===== src/hdl/fetch_defines.svh =====
`ifndef FETCH_DEFINES_SVH
`define FETCH_DEFINES_SVH

// datapath word width
`define FETCH_XLEN 32

// program counter after reset
`define FETCH_RESET_PC 32'h8000_0000

// rv32 major opcodes seen by the predecoder
`define FETCH_OP_JAL    7'b1101111
`define FETCH_OP_JALR   7'b1100111
`define FETCH_OP_BRANCH 7'b1100011
`define FETCH_OP_OP     7'b0110011

// funct7 of the m extension group in OP
`define FETCH_F7_MULDIV 7'b0000001

`endif


===== src/hdl/fetch_pkg.sv =====
`include "fetch_defines.svh"

package fetch_pkg;

    // j-type view, imm holds inst[31:12] in encoded bit order
    typedef struct packed {
        logic [19:0] imm;
        logic [4:0]  rd;
        logic [6:0]  opcode;
    } j_type_t;

    // b-type view, immediate split over inst[31:25] and inst[11:7]
    typedef struct packed {
        logic [6:0] imm_hi;
        logic [4:0] rs2;
        logic [4:0] rs1;
        logic [2:0] funct3;
        logic [4:0] imm_lo;
        logic [6:0] opcode;
    } b_type_t;

    typedef struct packed {
        logic [6:0] funct7;
        logic [4:0] rs2;
        logic [4:0] rs1;
        logic [2:0] funct3;
        logic [4:0] rd;
        logic [6:0] opcode;
    } r_type_t;

    typedef union packed {
        j_type_t j;
        b_type_t b;
        r_type_t r;
    } instr_t;

    typedef enum logic [2:0] {
        cls_seq,
        cls_jal,
        cls_branch,
        cls_jalr,
        cls_mul,
        cls_div
    } inst_class_e;

    typedef struct packed {
        logic                   valid;
        inst_class_e            cls;
        logic [`FETCH_XLEN-1:0] next_pc;
        logic [`FETCH_XLEN-1:0] pc;
    } predecode_t;

    typedef struct packed {
        logic                   mul_done;
        logic                   div_done;
        logic                   jalr_valid;
        logic [`FETCH_XLEN-1:0] jalr_target;
        logic                   redirect;
        logic [`FETCH_XLEN-1:0] redirect_target;
    } exec_event_t;

    typedef struct packed {
        logic                   hold;
        logic                   go;
        logic [`FETCH_XLEN-1:0] go_target;
    } release_t;

    typedef struct packed {
        logic                   valid;
        logic [`FETCH_XLEN-1:0] pc;
        instr_t                 inst;
    } fetch_out_t;

endpackage


===== src/hdl/fetch_unit.sv =====
`timescale 1ns/1ps

`include "fetch_defines.svh"

module fetch_unit
    import fetch_pkg::*;
(
    input  logic                   clk,
    input  logic                   rst_n,
    input  logic                   rsp_valid,
    input  instr_t                 rsp_data,
    input  exec_event_t            exec,
    output logic                   fetch_req,
    output logic [`FETCH_XLEN-1:0] fetch_pc,
    output fetch_out_t             fout
);

    predecode_t             pre;
    release_t               rel;
    logic [`FETCH_XLEN-1:0] cur_pc;
    instr_t                 rsp_word;

    // classify the returning word against the pc it was fetched from
    inst_predecode predecode_i (
        .rsp_valid (rsp_valid),
        .rsp_data  (rsp_word),
        .rsp_pc    (cur_pc),
        .pre       (pre)
    );

    stall_tracker stall_i (
        .clk   (clk),
        .rst_n (rst_n),
        .pre   (pre),
        .exec  (exec),
        .rel   (rel)
    );

    pc_sequencer sequencer_i (
        .clk       (clk),
        .rst_n     (rst_n),
        .rsp_valid (rsp_valid),
        .rsp_data  (rsp_data),
        .pre       (pre),
        .rel       (rel),
        .exec      (exec),
        .fetch_req (fetch_req),
        .fetch_pc  (fetch_pc),
        .fout      (fout),
        .cur_pc    (cur_pc),
        .rsp_word  (rsp_word)
    );

endmodule


===== src/hdl/inst_predecode.sv =====
`timescale 1ns/1ps

`include "fetch_defines.svh"

module inst_predecode
    import fetch_pkg::*;
(
    input  logic                   rsp_valid,
    input  instr_t                 rsp_data,
    input  logic [`FETCH_XLEN-1:0] rsp_pc,
    output predecode_t             pre
);

    logic [`FETCH_XLEN-1:0] imm_j;
    logic [`FETCH_XLEN-1:0] imm_b;
    logic [`FETCH_XLEN-1:0] seq_pc;
    logic [`FETCH_XLEN-1:0] next_pc;
    logic                   is_jal;
    logic                   is_jalr;
    logic                   is_branch;
    logic                   is_muldiv;
    logic                   is_mul;
    logic                   is_div;
    inst_class_e            cls;

    // imm[20|10:1|11|19:12] sits in inst[31:12]
    assign imm_j = {{11{rsp_data.j.imm[19]}}, rsp_data.j.imm[19], rsp_data.j.imm[7:0],
                    rsp_data.j.imm[8], rsp_data.j.imm[18:9], 1'b0};

    // imm[12|10:5] high and imm[4:1|11] low
    assign imm_b = {{19{rsp_data.b.imm_hi[6]}}, rsp_data.b.imm_hi[6], rsp_data.b.imm_lo[0],
                    rsp_data.b.imm_hi[5:0], rsp_data.b.imm_lo[4:1], 1'b0};

    assign seq_pc = rsp_pc + `FETCH_XLEN'd4;

    assign is_jal    = (rsp_data.j.opcode == `FETCH_OP_JAL);
    assign is_jalr   = (rsp_data.r.opcode == `FETCH_OP_JALR);
    assign is_branch = (rsp_data.b.opcode == `FETCH_OP_BRANCH);
    assign is_muldiv = (rsp_data.r.opcode == `FETCH_OP_OP) &&
                       (rsp_data.r.funct7 == `FETCH_F7_MULDIV);

    // funct3 msb splits mul* from div*/rem*
    assign is_mul = is_muldiv && !rsp_data.r.funct3[2];
    assign is_div = is_muldiv && rsp_data.r.funct3[2];

    always_comb begin
        if (is_jal) begin
            cls = cls_jal;
        end else if (is_jalr) begin
            cls = cls_jalr;
        end else if (is_branch) begin
            cls = cls_branch;
        end else if (is_mul) begin
            cls = cls_mul;
        end else if (is_div) begin
            cls = cls_div;
        end else begin
            cls = cls_seq;
        end
    end

    always_comb begin
        case (cls)
            cls_jal: begin
                next_pc = rsp_pc + imm_j;
            end
            cls_branch: begin
                // backward taken and forward not taken
                next_pc = imm_b[`FETCH_XLEN-1] ? rsp_pc + imm_b : seq_pc;
            end
            default: begin
                next_pc = seq_pc;
            end
        endcase
    end

    assign pre = '{valid: rsp_valid, cls: cls, next_pc: next_pc, pc: rsp_pc};

endmodule


===== src/hdl/pc_sequencer.sv =====
`timescale 1ns/1ps

`include "fetch_defines.svh"

module pc_sequencer
    import fetch_pkg::*;
(
    input  logic                   clk,
    input  logic                   rst_n,
    input  logic                   rsp_valid,
    input  instr_t                 rsp_data,
    input  predecode_t             pre,
    input  release_t               rel,
    input  exec_event_t            exec,
    output logic                   fetch_req,
    output logic [`FETCH_XLEN-1:0] fetch_pc,
    output fetch_out_t             fout,
    output logic [`FETCH_XLEN-1:0] cur_pc,
    output instr_t                 rsp_word
);

    logic                   boot;
    logic                   outstanding;
    logic                   squash;
    logic [`FETCH_XLEN-1:0] pc;
    logic                   issue;
    logic [`FETCH_XLEN-1:0] issue_addr;
    logic                   pre_waits;
    logic                   fout_valid;
    logic [`FETCH_XLEN-1:0] fout_pc;
    instr_t                 fout_inst;

    assign pre_waits = pre.cls inside {cls_jalr, cls_mul, cls_div};

    always_comb begin
        issue      = 1'b0;
        issue_addr = pc;
        if (exec.redirect) begin
            // wait for the stale response if one is still out
            issue      = !outstanding || rsp_valid;
            issue_addr = exec.redirect_target;
        end else if (rsp_valid && squash) begin
            issue = 1'b1;
        end else if (rel.go) begin
            issue      = 1'b1;
            issue_addr = rel.go_target;
        end else if (pre.valid) begin
            issue      = !pre_waits && !rel.hold;
            issue_addr = pre.next_pc;
        end else if (boot) begin
            issue = 1'b1;
        end
    end

    always_ff @(posedge clk or negedge rst_n) begin
        if (!rst_n) begin
            boot        <= 1'b1;
            outstanding <= 1'b0;
            squash      <= 1'b0;
            pc          <= `FETCH_RESET_PC;
            fetch_req   <= 1'b0;
            fout_valid  <= 1'b0;
        end else begin
            boot        <= 1'b0;
            outstanding <= issue || (outstanding && !rsp_valid);
            fetch_req   <= issue;
            fout_valid  <= rsp_valid && !squash && !exec.redirect;
            if (exec.redirect) begin
                squash <= outstanding && !rsp_valid;
            end else if (rsp_valid) begin
                squash <= 1'b0;
            end
            // redirect target parks here until the stale response drains
            if (issue || exec.redirect) begin
                pc <= issue_addr;
            end
        end
    end

    always_ff @(posedge clk) begin
        if (issue) begin
            fetch_pc <= issue_addr;
        end
        if (rsp_valid) begin
            fout_pc   <= pc;
            fout_inst <= rsp_data;
        end
    end

    assign fout   = '{valid: fout_valid, pc: fout_pc, inst: fout_inst};
    assign cur_pc = pc;

    // squashed words decode as seq so no wait is entered
    assign rsp_word = squash ? instr_t'('0) : rsp_data;

    a_single_outstanding: assert property (@(posedge clk) disable iff (!rst_n)
        fetch_req |=> !fetch_req until rsp_valid)
        else $error("fetch issued while another is outstanding");

    a_rsp_needs_req: assert property (@(posedge clk) disable iff (!rst_n)
        rsp_valid |-> outstanding)
        else $error("memory response without an outstanding fetch");

endmodule


===== src/hdl/stall_tracker.sv =====
`timescale 1ns/1ps

`include "fetch_defines.svh"

module stall_tracker
    import fetch_pkg::*;
(
    input  logic        clk,
    input  logic        rst_n,
    input  predecode_t  pre,
    input  exec_event_t exec,
    output release_t    rel
);

    typedef enum logic [1:0] {
        wait_none,
        wait_jalr,
        wait_mul,
        wait_div
    } wait_e;

    wait_e                  state;
    wait_e                  state_nxt;
    logic [`FETCH_XLEN-1:0] wait_pc;
    logic                   done_match;
    logic                   enter;

    always_comb begin
        case (state)
            wait_jalr: done_match = exec.jalr_valid;
            wait_mul:  done_match = exec.mul_done;
            wait_div:  done_match = exec.div_done;
            default:   done_match = 1'b0;
        endcase
    end

    assign enter = pre.valid && (state == wait_none);

    always_comb begin
        state_nxt = state;
        if (exec.redirect || done_match) begin
            state_nxt = wait_none;
        end else if (enter) begin
            case (pre.cls)
                cls_jalr: state_nxt = wait_jalr;
                cls_mul:  state_nxt = wait_mul;
                cls_div:  state_nxt = wait_div;
                default:  state_nxt = wait_none;
            endcase
        end
    end

    always_ff @(posedge clk or negedge rst_n) begin
        if (!rst_n) begin
            state <= wait_none;
        end else begin
            state <= state_nxt;
        end
    end

    // pc of the instruction being waited on
    always_ff @(posedge clk) begin
        if (enter) begin
            wait_pc <= pre.pc;
        end
    end

    assign rel = '{
        hold:      (state != wait_none),
        go:        done_match,
        go_target: (state == wait_jalr) ? exec.jalr_target : wait_pc + `FETCH_XLEN'd4
    };

    // front end issues nothing while waiting so no new decode can arrive
    a_no_decode_while_held: assert property (@(posedge clk) disable iff (!rst_n)
        rel.hold |-> !pre.valid)
        else $error("instruction returned while a wait is held");

endmodule


===== config.mk =====
export PLATFORM = sky130hd
export DESIGN_NAME = fetch_unit
export DESIGN_NICKNAME = d
export VERILOG_FILES = /design/src/hdl/fetch_pkg.sv /design/src/hdl/fetch_unit.sv /design/src/hdl/inst_predecode.sv /design/src/hdl/pc_sequencer.sv /design/src/hdl/stall_tracker.sv
export VERILOG_INCLUDE_DIRS = /design/src /design/src/hdl
export SDC_FILE = /design/constraint.sdc
export NUM_CORES = 1
export LEC_CHECK = 0
export ABC_CLOCK_PERIOD_IN_PS = 8500
export BUFFER_PORTS_ARGS = -buffer_cell sky130_fd_sc_hd__buf_2
export CORE_MARGIN = 2
export CORE_UTILIZATION = 30
export CTS_BUF_LIST = sky130_fd_sc_hd__clkbuf_4
export DETAILED_ROUTE_END_ITERATION = 10
export GPL_TIMING_DRIVEN = 0
export HOLD_SLACK_MARGIN = 0.12
export SYNTH_ARGS = -nofsm -noshare
export SYNTH_HDL_FRONTEND = slang
export SYNTH_HIERARCHICAL = 1
export SYNTH_SLANG_ARGS = --single-unit

===== constraint.sdc =====
create_clock -name clk -period 8.5 [get_ports clk]
set_clock_uncertainty 0.2 [all_clocks]
set_input_delay 2.125 -clock clk [delete_from_list [all_inputs] [get_ports clk]]
set_output_delay 2.125 -clock clk [all_outputs]
set_load 0.02 [all_outputs]

[Word-level counts from Yosys, hierarchy flattened]
Index checks and enable logic that the tools add are counted.
Word-level totals
  bits of input ports: 103
  register bits after elaboration: 167
  output and inout port bits: 98
  word-level logic and storage cells: 77
Operators by class
  eq/ne operators: 13
  mux-type cells: 24
  reductions and logical operators: 25
  $add $sub $neg: 4
Operator list (number)
  $mux 32: 7
  $add 32x3->32 const B: 2
  $add 32x32->32: 2
  $pmux 32 s2: 1
  $eq 7x7->1 const B: 3
  $mux 3: 5
  $logic_and 1x1->1: 9
  $eq 7x1->1 const B: 1
  $eq 7x6->1 const B: 1
  $logic_not 1->1: 7
  $mux 1: 7
  $eq 3x2->1 const B: 2
  $eq 3x3->1 const B: 2
  $pmux 2 s3: 1
  $reduce_bool 2->1: 3
  $eq 2x2->1 const B: 2
  $logic_or 1x1->1: 4
  $mux 2: 2
  $eq 3x1->1 const B: 1
  $pmux 1 s3: 1
  $reduce_bool 3->1: 1
  $eq 2x1->1 const B: 1
  $logic_not 2->1: 1

[Longest topological paths before layout]
Gate-level depths: netlist of run 1.
  depth in word-level cells: 18
  gate-level depth with buffers: 19
  depth with buffers taken out: 17

[Hierarchy]
Netlist of run 1, hierarchy kept.
By module, submodules not included
  pc_sequencer: times used 1, area an instance 6851.6 um^2, cells an instance 444, seq. area each 3811.2 um^2
  inst_predecode: times used 1, area an instance 4240.3 um^2, cells an instance 624, seq. area each 0.0 um^2
  stall_tracker: times used 1, area an instance 2059.5 um^2, cells an instance 220, seq. area each 1011.0 um^2

[Worst setup path before layout of run 1]
Ideal clock, no wire load.
  path kind: input-to-reg
  from: in rsp_data[31] (netlist name)
  to: reg sequencer_i.fetch_pc[0] (enable)
  path slack: 1757 ps
  stages: 11
  required time: 7869 ps
  arrival time: 6112 ps
  library setup time: 431 ps
  path buffers: 2
  cell sequence: nor2b_1 clkbuf_1 nor4_1 nand4b_1 nor4_1 a22o_1 nand2_1 mux2i_1 o311ai_4 buf_6 a21boi_1
RTL lines
  from (decl): RTL line fetch_unit.sv:11  | input instr_t rsp_data,
  to (signal assigned): RTL line pc_sequencer.sv:82  | fetch_pc <= issue_addr;
  to (decl): RTL line pc_sequencer.sv:16  | output logic [`FETCH_XLEN-1:0] fetch_pc,

==> impl_results.md, run 1 <==
- Status: completed
- Reg-to-Reg End: sequencer_i/cur_pc[30]
- FF+latch count, synth: 167
- Commonest cells after routing, fill and taps aside: sky130_fd_sc_hd__buf_2 (211), sky130_fd_sc_hd__nand2_1 (135), sky130_fd_sc_hd__edfxtp_1 (128), sky130_fd_sc_hd__nor2_1 (96), sky130_fd_sc_hd__nor2b_1 (70)
- Clock period minus final worst setup slack: roughly 5.6 ns
- Largest net degree at the start of global routing: ~70
- Fraction of final layout cells with drive strength greater than 1: between 20% and 30%
- Sum of routed wire length over all layers: roughly 44 mm
- Signed area change from the synthesized netlist to the final layout: 16.1%
- End of the critical path: sequencer_i/cur_pc[30]
- Post-synth EDFFs: around 130
- Required time of the critical path: between 8 and 9 ns
- Share of Yosys cell area claimed by the top area cell type: 29.2%
- Via count of the first global-routing pass: 10,887
- Max-Cap Viols: 0
- Number of buffers on the longest clock path: 2
- Initial DRC count: approximately 950
- Hold Buf Count CTS: 0
- GRT overflow: 0
- Relative slew slack: approximately 29%
- Reg2reg setup slack: about 3.6 ns
- Post-cts gate resize count: 0
- Average wire per cell in the routed design: approximately 21 µm
- Dpl cell area: 0.0150 mm²
- Logic depth of the worst register-to-register path: 18
- RD Place Congestion: slightly above 0.9
- Commonest register cell after synthesis: sky130_fd_sc_hd__edfxtp_1
- Final core area utilization: 35.4%
- Final Hold Vio Count: 0
- First-pass GRT wire length: 66.1 mm
- Data arrival, critical path: just over 6 ns
- Maximum vdd drop: 0.132 mV
- Clock-pin slew reported for the worst setup and hold paths after clock tree synthesis: between 0.15 and 0.2 ns
- FILL cells: 4,504
- CP endpoint kind: register
- Area taken by multi-input logic gates: 0.00746 mm²
- Number of instances in the synthesized netlist: around 1,300
- Post-CTS Repair Setup Buffers: 0
- Antenna violations before repair: 3
- Summed area of non-filler cells in the final layout: about 0.015 mm²
- Number of sinks driven by the clock tree: between 150 and 200
- Maximum operating frequency: around 0.18 GHz
- Maximum level of the CTS H-tree: 4
- GRT Total Usage: around 20%
- Largest fanout on the critical path: 8
- Insertion delay to the later sink of the worst-skew pair: a little under 0.8 ns
- Number of buffers created by CTS: 17
- Height of the chip: 213 µm
- Number of remaining DRC errors: 0
- DR vias/cell: between 5 and 6
- Startpoint class of the critical path: input pin
- Number of failing setup endpoints in the final timing report: 0
- Share of flip-flops with an asynchronous set or reset: a little under a quarter
- TritonCTS clock tree: done
- Boundary Pins: 201
- Area of all sequential standard cells: 0.00482 mm²
- Synthesized area per cell: 10.2 µm²
- Initial core utilization: between 30% and 40%
- Proportion of synthesized chip area in sequential cells: between 30% and 40%
- Max-slew violation count: 0
- Critical register-to-register path startpoint: sequencer_i/squash
- Number of rows in the core area: 76
- Count of cell types in the netlist: 95
- Pleak: a little over 6 nW
- Total iterations of the first detailed-routing run: 5
- Ratio of final minimum period to clock period: 65.7%
- Cell Pwr Density: ~170 mW/mm²
- IO buf count: 200
- Main area contributors after synthesis: sky130_fd_sc_hd__edfxtp_1 (29%), sky130_fd_sc_hd__dfrtp_1 (7.0%), sky130_fd_sc_hd__a2111oi_4 (4.8%)
- Detailed Place HPWL: ~34 mm
- Ys Warns: 6
- Critical path origin: rsp_data[29]
- Cell area after synthesis: 0.0132 mm²
- Most common cell after layout, fill and taps aside: sky130_fd_sc_hd__buf_2
- Crit Path Category: input pin to register
- Placeable core region: roughly 0.043 mm²
- Root cell of the clock tree: sky130_fd_sc_hd__clkbuf_4
- DIE AREA: between 0.04 and 0.05 mm²
- Cell taking the most area after synthesis: sky130_fd_sc_hd__edfxtp_1
- Placed cell count: approximately 2,100
- Worst hold path type: register to register
- Final ANT Viol Nets: 0
- Synthesized net count: 1,438
- Total number of vias: around 11,000
- Final #Nets: ~1,700
- Post-layout instance count excluding filler cells: approximately 2,100
- Setup repair after global routing missed its margin: no
- Floorplan die width: ~210 µm
- Worst Max-Slew Pin Slew: 1.07 ns
## state kept, by name (all words and copies together), names as in the netlist
register / cells
sequencer_i/cur_pc: 32
sequencer_i/fetch_pc: 32
stall_i/state: 2
stall_i/wait_pc: 32
sequencer_i/fout_inst: 32
sequencer_i/fout_pc: 32
sequencer_i/fout_valid: 1
sequencer_i/boot: 1
sequencer_i/squash: 1
sequencer_i/fetch_req: 1
sequencer_i/outstanding: 1
## worst max-delay path, cell delays in order
cell	delay, ns
sky130_fd_sc_hd__buf_2	0.11
sky130_fd_sc_hd__nor2b_1	0.25
sky130_fd_sc_hd__ha_1	0.35
sky130_fd_sc_hd__a21oi_1	0.34
sky130_fd_sc_hd__o211ai_1	0.21
sky130_fd_sc_hd__a221oi_2	0.30
sky130_fd_sc_hd__a41oi_1	0.20
sky130_fd_sc_hd__o31ai_1	0.33
sky130_fd_sc_hd__nand2b_1	0.08
sky130_fd_sc_hd__buf_2	0.18
sky130_fd_sc_hd__a21o_1	0.20
sky130_fd_sc_hd__a21o_1	0.17
sky130_fd_sc_hd__a211o_1	0.31
sky130_fd_sc_hd__a2111oi_2	0.40
sky130_fd_sc_hd__o41ai_2	0.18
sky130_fd_sc_hd__mux2_4	0.30
## through the flow
stage	worst slack [ns]	hold WS (ns)	power [mW]	setup TNS, ns
2_1_floorplan	1.76	0.282	1.82	0
4_1_cts	3.02	0.346	2.65	0
3_3_place_gp	-0.779	0.291	2.13	-25.26
6_report	2.91	0.351	2.63	0
5_1_grt	2.64	0.381	2.79	0
3_5_place_dp	2.16	0.309	2.14	0
## logic make-up after synthesis
logic type / share of synthesized area, %
other cells: 0.0285
mux: 4.63
simple gates: 19.5
fa+ha+maj: 4.59
compound gates: 23.5
buf+inv: 6.79
flops: 36.7
xor+xnor: 4.26
## cell usage after synthesis, types with 11 or more instances
| master | instances |
|---|---|
| sky130_fd_sc_hd__nor2b_1 | 71 |
| sky130_fd_sc_hd__nand2b_1 | 14 |
| sky130_fd_sc_hd__a21oi_1 | 50 |
| sky130_fd_sc_hd__o41ai_2 | 31 |
| sky130_fd_sc_hd__buf_6 | 12 |
| sky130_fd_sc_hd__nor3b_1 | 28 |
| sky130_fd_sc_hd__edfxtp_1 | 128 |
| sky130_fd_sc_hd__nand2_1 | 135 |
| sky130_fd_sc_hd__a21o_1 | 16 |
| sky130_fd_sc_hd__buf_4 | 43 |
| sky130_fd_sc_hd__or4_1 | 13 |
| sky130_fd_sc_hd__dfrtp_1 | 37 |
| sky130_fd_sc_hd__nand4_1 | 16 |
| sky130_fd_sc_hd__a31oi_1 | 27 |
| sky130_fd_sc_hd__a2111oi_4 | 23 |
| sky130_fd_sc_hd__buf_2 | 11 |
| sky130_fd_sc_hd__mux2i_1 | 11 |
| sky130_fd_sc_hd__inv_1 | 25 |
| sky130_fd_sc_hd__and3_1 | 12 |
| sky130_fd_sc_hd__o21ai_0 | 58 |
| sky130_fd_sc_hd__nor2_1 | 97 |
| sky130_fd_sc_hd__xnor2_1 | 35 |
| sky130_fd_sc_hd__o31ai_1 | 13 |
| sky130_fd_sc_hd__clkbuf_1 | 46 |
| sky130_fd_sc_hd__xor2_1 | 29 |
| sky130_fd_sc_hd__nor3_1 | 11 |
| sky130_fd_sc_hd__ha_1 | 45 |
| sky130_fd_sc_hd__nand3_1 | 37 |
| sky130_fd_sc_hd__mux2_4 | 28 |
## area by class of cell
type	count	area share (%)
antenna	4	0.0656
buffer	120	5.21
clock buffer	17	0.836
clock inverter	15	1.06
inverter	26	0.639
multi-input combinational	975	48.8
sequential	167	31.6
tap	585	4.79
timing repair buffer	204	6.97
## power by group
group          switching [mW]  internal [mW]  leakage [nW]  total [mW]
logic                   0.572          0.434          4.17        1.01
registers               0.133          0.995          1.75        1.13
clock network           0.365          0.132         0.142       0.497
## layer usage
layer / share of wire, % / wire (µm) / GRT usage, %
met5: 0 / 0 / 0
met3: 5.9 / 2580 / 4.04
met1: 45 / 19900 / 26.1
met2: 46 / 20100 / 31.1
met4: 3.4 / 1510 / 7.88
## worst min-delay path by stage
stage | slack [ns] | cells after the start | startpoint | to
4_1_cts | 0.35 | 2 | sequencer_i/outstanding | sequencer_i/squash
2_1_floorplan | 0.28 | 2 | sequencer_i/outstanding | sequencer_i/squash
3_5_place_dp | 0.31 | 2 | sequencer_i/outstanding | sequencer_i/squash
6_report | 0.35 | 2 | sequencer_i/outstanding | sequencer_i/squash
5_1_grt | 0.38 | 2 | sequencer_i/outstanding | sequencer_i/squash
3_3_place_gp | 0.29 | 2 | sequencer_i/outstanding | sequencer_i/squash
(Power assumes the default switching activity.)
==> inputs of run 2 (changes only) <==
ABC_CLOCK_PERIOD_IN_PS = 5200   (was 8500)
clock period = 5.2 ns   (was 8.5 ns; I/O delays follow)
==> impl_results.md, run 2 (synthesis gave the netlist of run 1 again) <==
- Hold Buf Count CTS: 0
- Number of buffers on the longest clock path: 2
- Start point of the worst hold path: sequencer_i/outstanding
- Initial DRC count: around 1,000
- Final ANT Viol Nets: 0
- Maximum vdd drop: about 0.11 mV
- Largest net degree at the start of global routing: 72
- RD Place Congestion: 0.926
- Number of rows in the core area: 76
- Startpoint class of the critical path: register
- Number of buffers created by CTS: 17
- Setup repair after global routing missed its margin: no
- Worst Max-Slew Pin Slew: 1.02 ns
- Maximum level of the CTS H-tree: 4
- Most common cell after layout, fill and taps aside: sky130_fd_sc_hd__buf_2
- Area taken by multi-input logic gates: 0.00749 mm²
- Placeable core region: around 0.043 mm²
- Number of remaining DRC errors: 0
- Area of all sequential standard cells: ~0.0048 mm²
- Cell Pwr Density: 282 mW/mm²
- Worst hold path type: register to register
- Reg2reg setup slack: ~0.23 ns
- Critical path origin: sequencer_i/squash
- Height of the chip: between 200 and 250 µm
- Root cell of the clock tree: sky130_fd_sc_hd__clkbuf_4
- Post-CTS Repair Setup Buffers: 0
- Hold Crit Depth: 2
- Post-layout total power: about 4.3 mW
- IO buf count: 200
- GRT Total Usage: around a fifth
- Total iterations of the first detailed-routing run: 5
- Crit Path Category: register to register
- Required time of the critical path: around 5.4 ns
- Final-layout worst hold slack: approximately 0.37 ns
- Largest fanout on the critical path: 22
- CP endpoint kind: register
- Final Hold Vio Count: 0
- Antenna violations before repair: 1
- Final-layout setup total negative slack: 0 ns
- First-pass GRT wire length: 66.6 mm
- Average wire per cell in the routed design: 21.3 µm
- DR vias/cell: around 5.3
- Total number of vias: 11,186
- Number of sinks driven by the clock tree: approximately 170
- Sum of routed wire length over all layers: roughly 45 mm
- Max-slew violation count: 0
- DIE AREA: ~0.046 mm²
- Logic depth of the worst register-to-register path: 12
- Ratio of final minimum period to clock period: between 90% and 100%
- Fraction of final layout cells with drive strength greater than 1: 29.5%
- FILL cells: 4,420
- Clock-pin slew reported for the worst setup and hold paths after clock tree synthesis: about 0.15 ns
- Maximum operating frequency: about 0.20 GHz
- Pleak: just over 6 nW
- Relative slew slack: 32.3%
- Number of failing setup endpoints in the final timing report: 0
- Hold path endpoint: sequencer_i/squash
- Detailed Place HPWL: around 34 mm
- Floorplan die width: approximately 210 µm
- Commonest cells after routing, fill and taps aside: sky130_fd_sc_hd__buf_2 (210), sky130_fd_sc_hd__nand2_1 (135), sky130_fd_sc_hd__edfxtp_1 (128), sky130_fd_sc_hd__nor2_1 (96), sky130_fd_sc_hd__nor2b_1 (69)
- Max-Cap Viols: 0
- Via count of the first global-routing pass: approximately 11,000
- Boundary Pins: about 200
- Signed area change from the synthesized netlist to the final layout: 16.0%
- Clock period minus final worst setup slack: between 4 and 5 ns
- Status: completed
- Reg-to-Reg End: sequencer_i/fetch_pc[26]
- Initial core utilization: roughly 30%
- GRT overflow: 0
- Final #Nets: roughly 1,700
- Insertion delay to the later sink of the worst-skew pair: 0.67 ns
- TritonCTS clock tree: done
- Critical register-to-register path startpoint: sequencer_i/squash
- Data arrival, critical path: about 5.1 ns
-- run 2: metal layers --
layer	global-route usage [%]	routed length (µm)	vias up
met3	3.05	2940	66
met5	0	0	-
met2	31.0	20600	506
met1	27.1	20100	5374
met4	7.21	1310	0
li1	-	-	5240
-- run 2: worst max-delay path by stage --
stage | end | slack, ns
2_1_floorplan | sequencer_i/cur_pc[30] | 0.17
3_3_place_gp | sequencer_i/fetch_pc[26] | -1.86
6_report | sequencer_i/fetch_pc[26] | 0.23
4_1_cts | sequencer_i/cur_pc[30] | 0.07
3_5_place_dp | sequencer_i/cur_pc[30] | -0.82
5_1_grt | sequencer_i/cur_pc[23] | 0.04
-- run 2: metrics by stage --
step	util [%]	worst slack, ns	instance area [µm²]	instances
floorplan	-	0.166	13200	1288
global placement	34.5	-1.86	14900	2073
detailed placement	34.6	-0.821	15000	2075
CTS	35.3	0.0692	15200	2107
global route	35.3	0.0377	15300	2109
finish	35.3	0.235	15300	2109
-- run 2: final cells by class --
cell class / instances / share of cell area, %
Multi-Input combinational cell: 976 / 49.1
Buffer: 120 / 5.24
Clock inverter: 14 / 0.886
Antenna cell: 1 / 0.0164
Inverter: 26 / 0.640
Tap cell: 585 / 4.80
Sequential cell: 167 / 31.6
Clock buffer: 18 / 0.886
Timing Repair Buffer: 202 / 6.84
-- run 2: what timing repair did --
| item | in CTS | in global routing |
|---|---|---|
| cloned | 0 | 1 |
| setup endpoints to repair | 1 | 24 |
| gates resized for setup | 1 | 9 |
| pin swaps | 0 | 0 |
-- run 2: where the power goes --
group          switching (mW)  internal, mW
Combinational           0.949         0.710
Sequential              0.221          1.63
Clock                   0.540         0.256
-- run 2: worst max-delay path, stage by stage (launching register included) --
cell                       delay [ns]
sky130_fd_sc_hd__dfrtp_1         0.41
sky130_fd_sc_hd__buf_6           0.18
sky130_fd_sc_hd__clkbuf_2        0.21
sky130_fd_sc_hd__nor2b_1         0.15
sky130_fd_sc_hd__nand3_1         0.17
sky130_fd_sc_hd__nor3b_1         0.60
sky130_fd_sc_hd__clkbuf_1        0.42
sky130_fd_sc_hd__nor2b_1         0.47
sky130_fd_sc_hd__mux2i_1         0.24
sky130_fd_sc_hd__o311ai_4        0.56
sky130_fd_sc_hd__buf_6           0.29
sky130_fd_sc_hd__a21boi_4        0.48
sky130_fd_sc_hd__buf_12          0.24
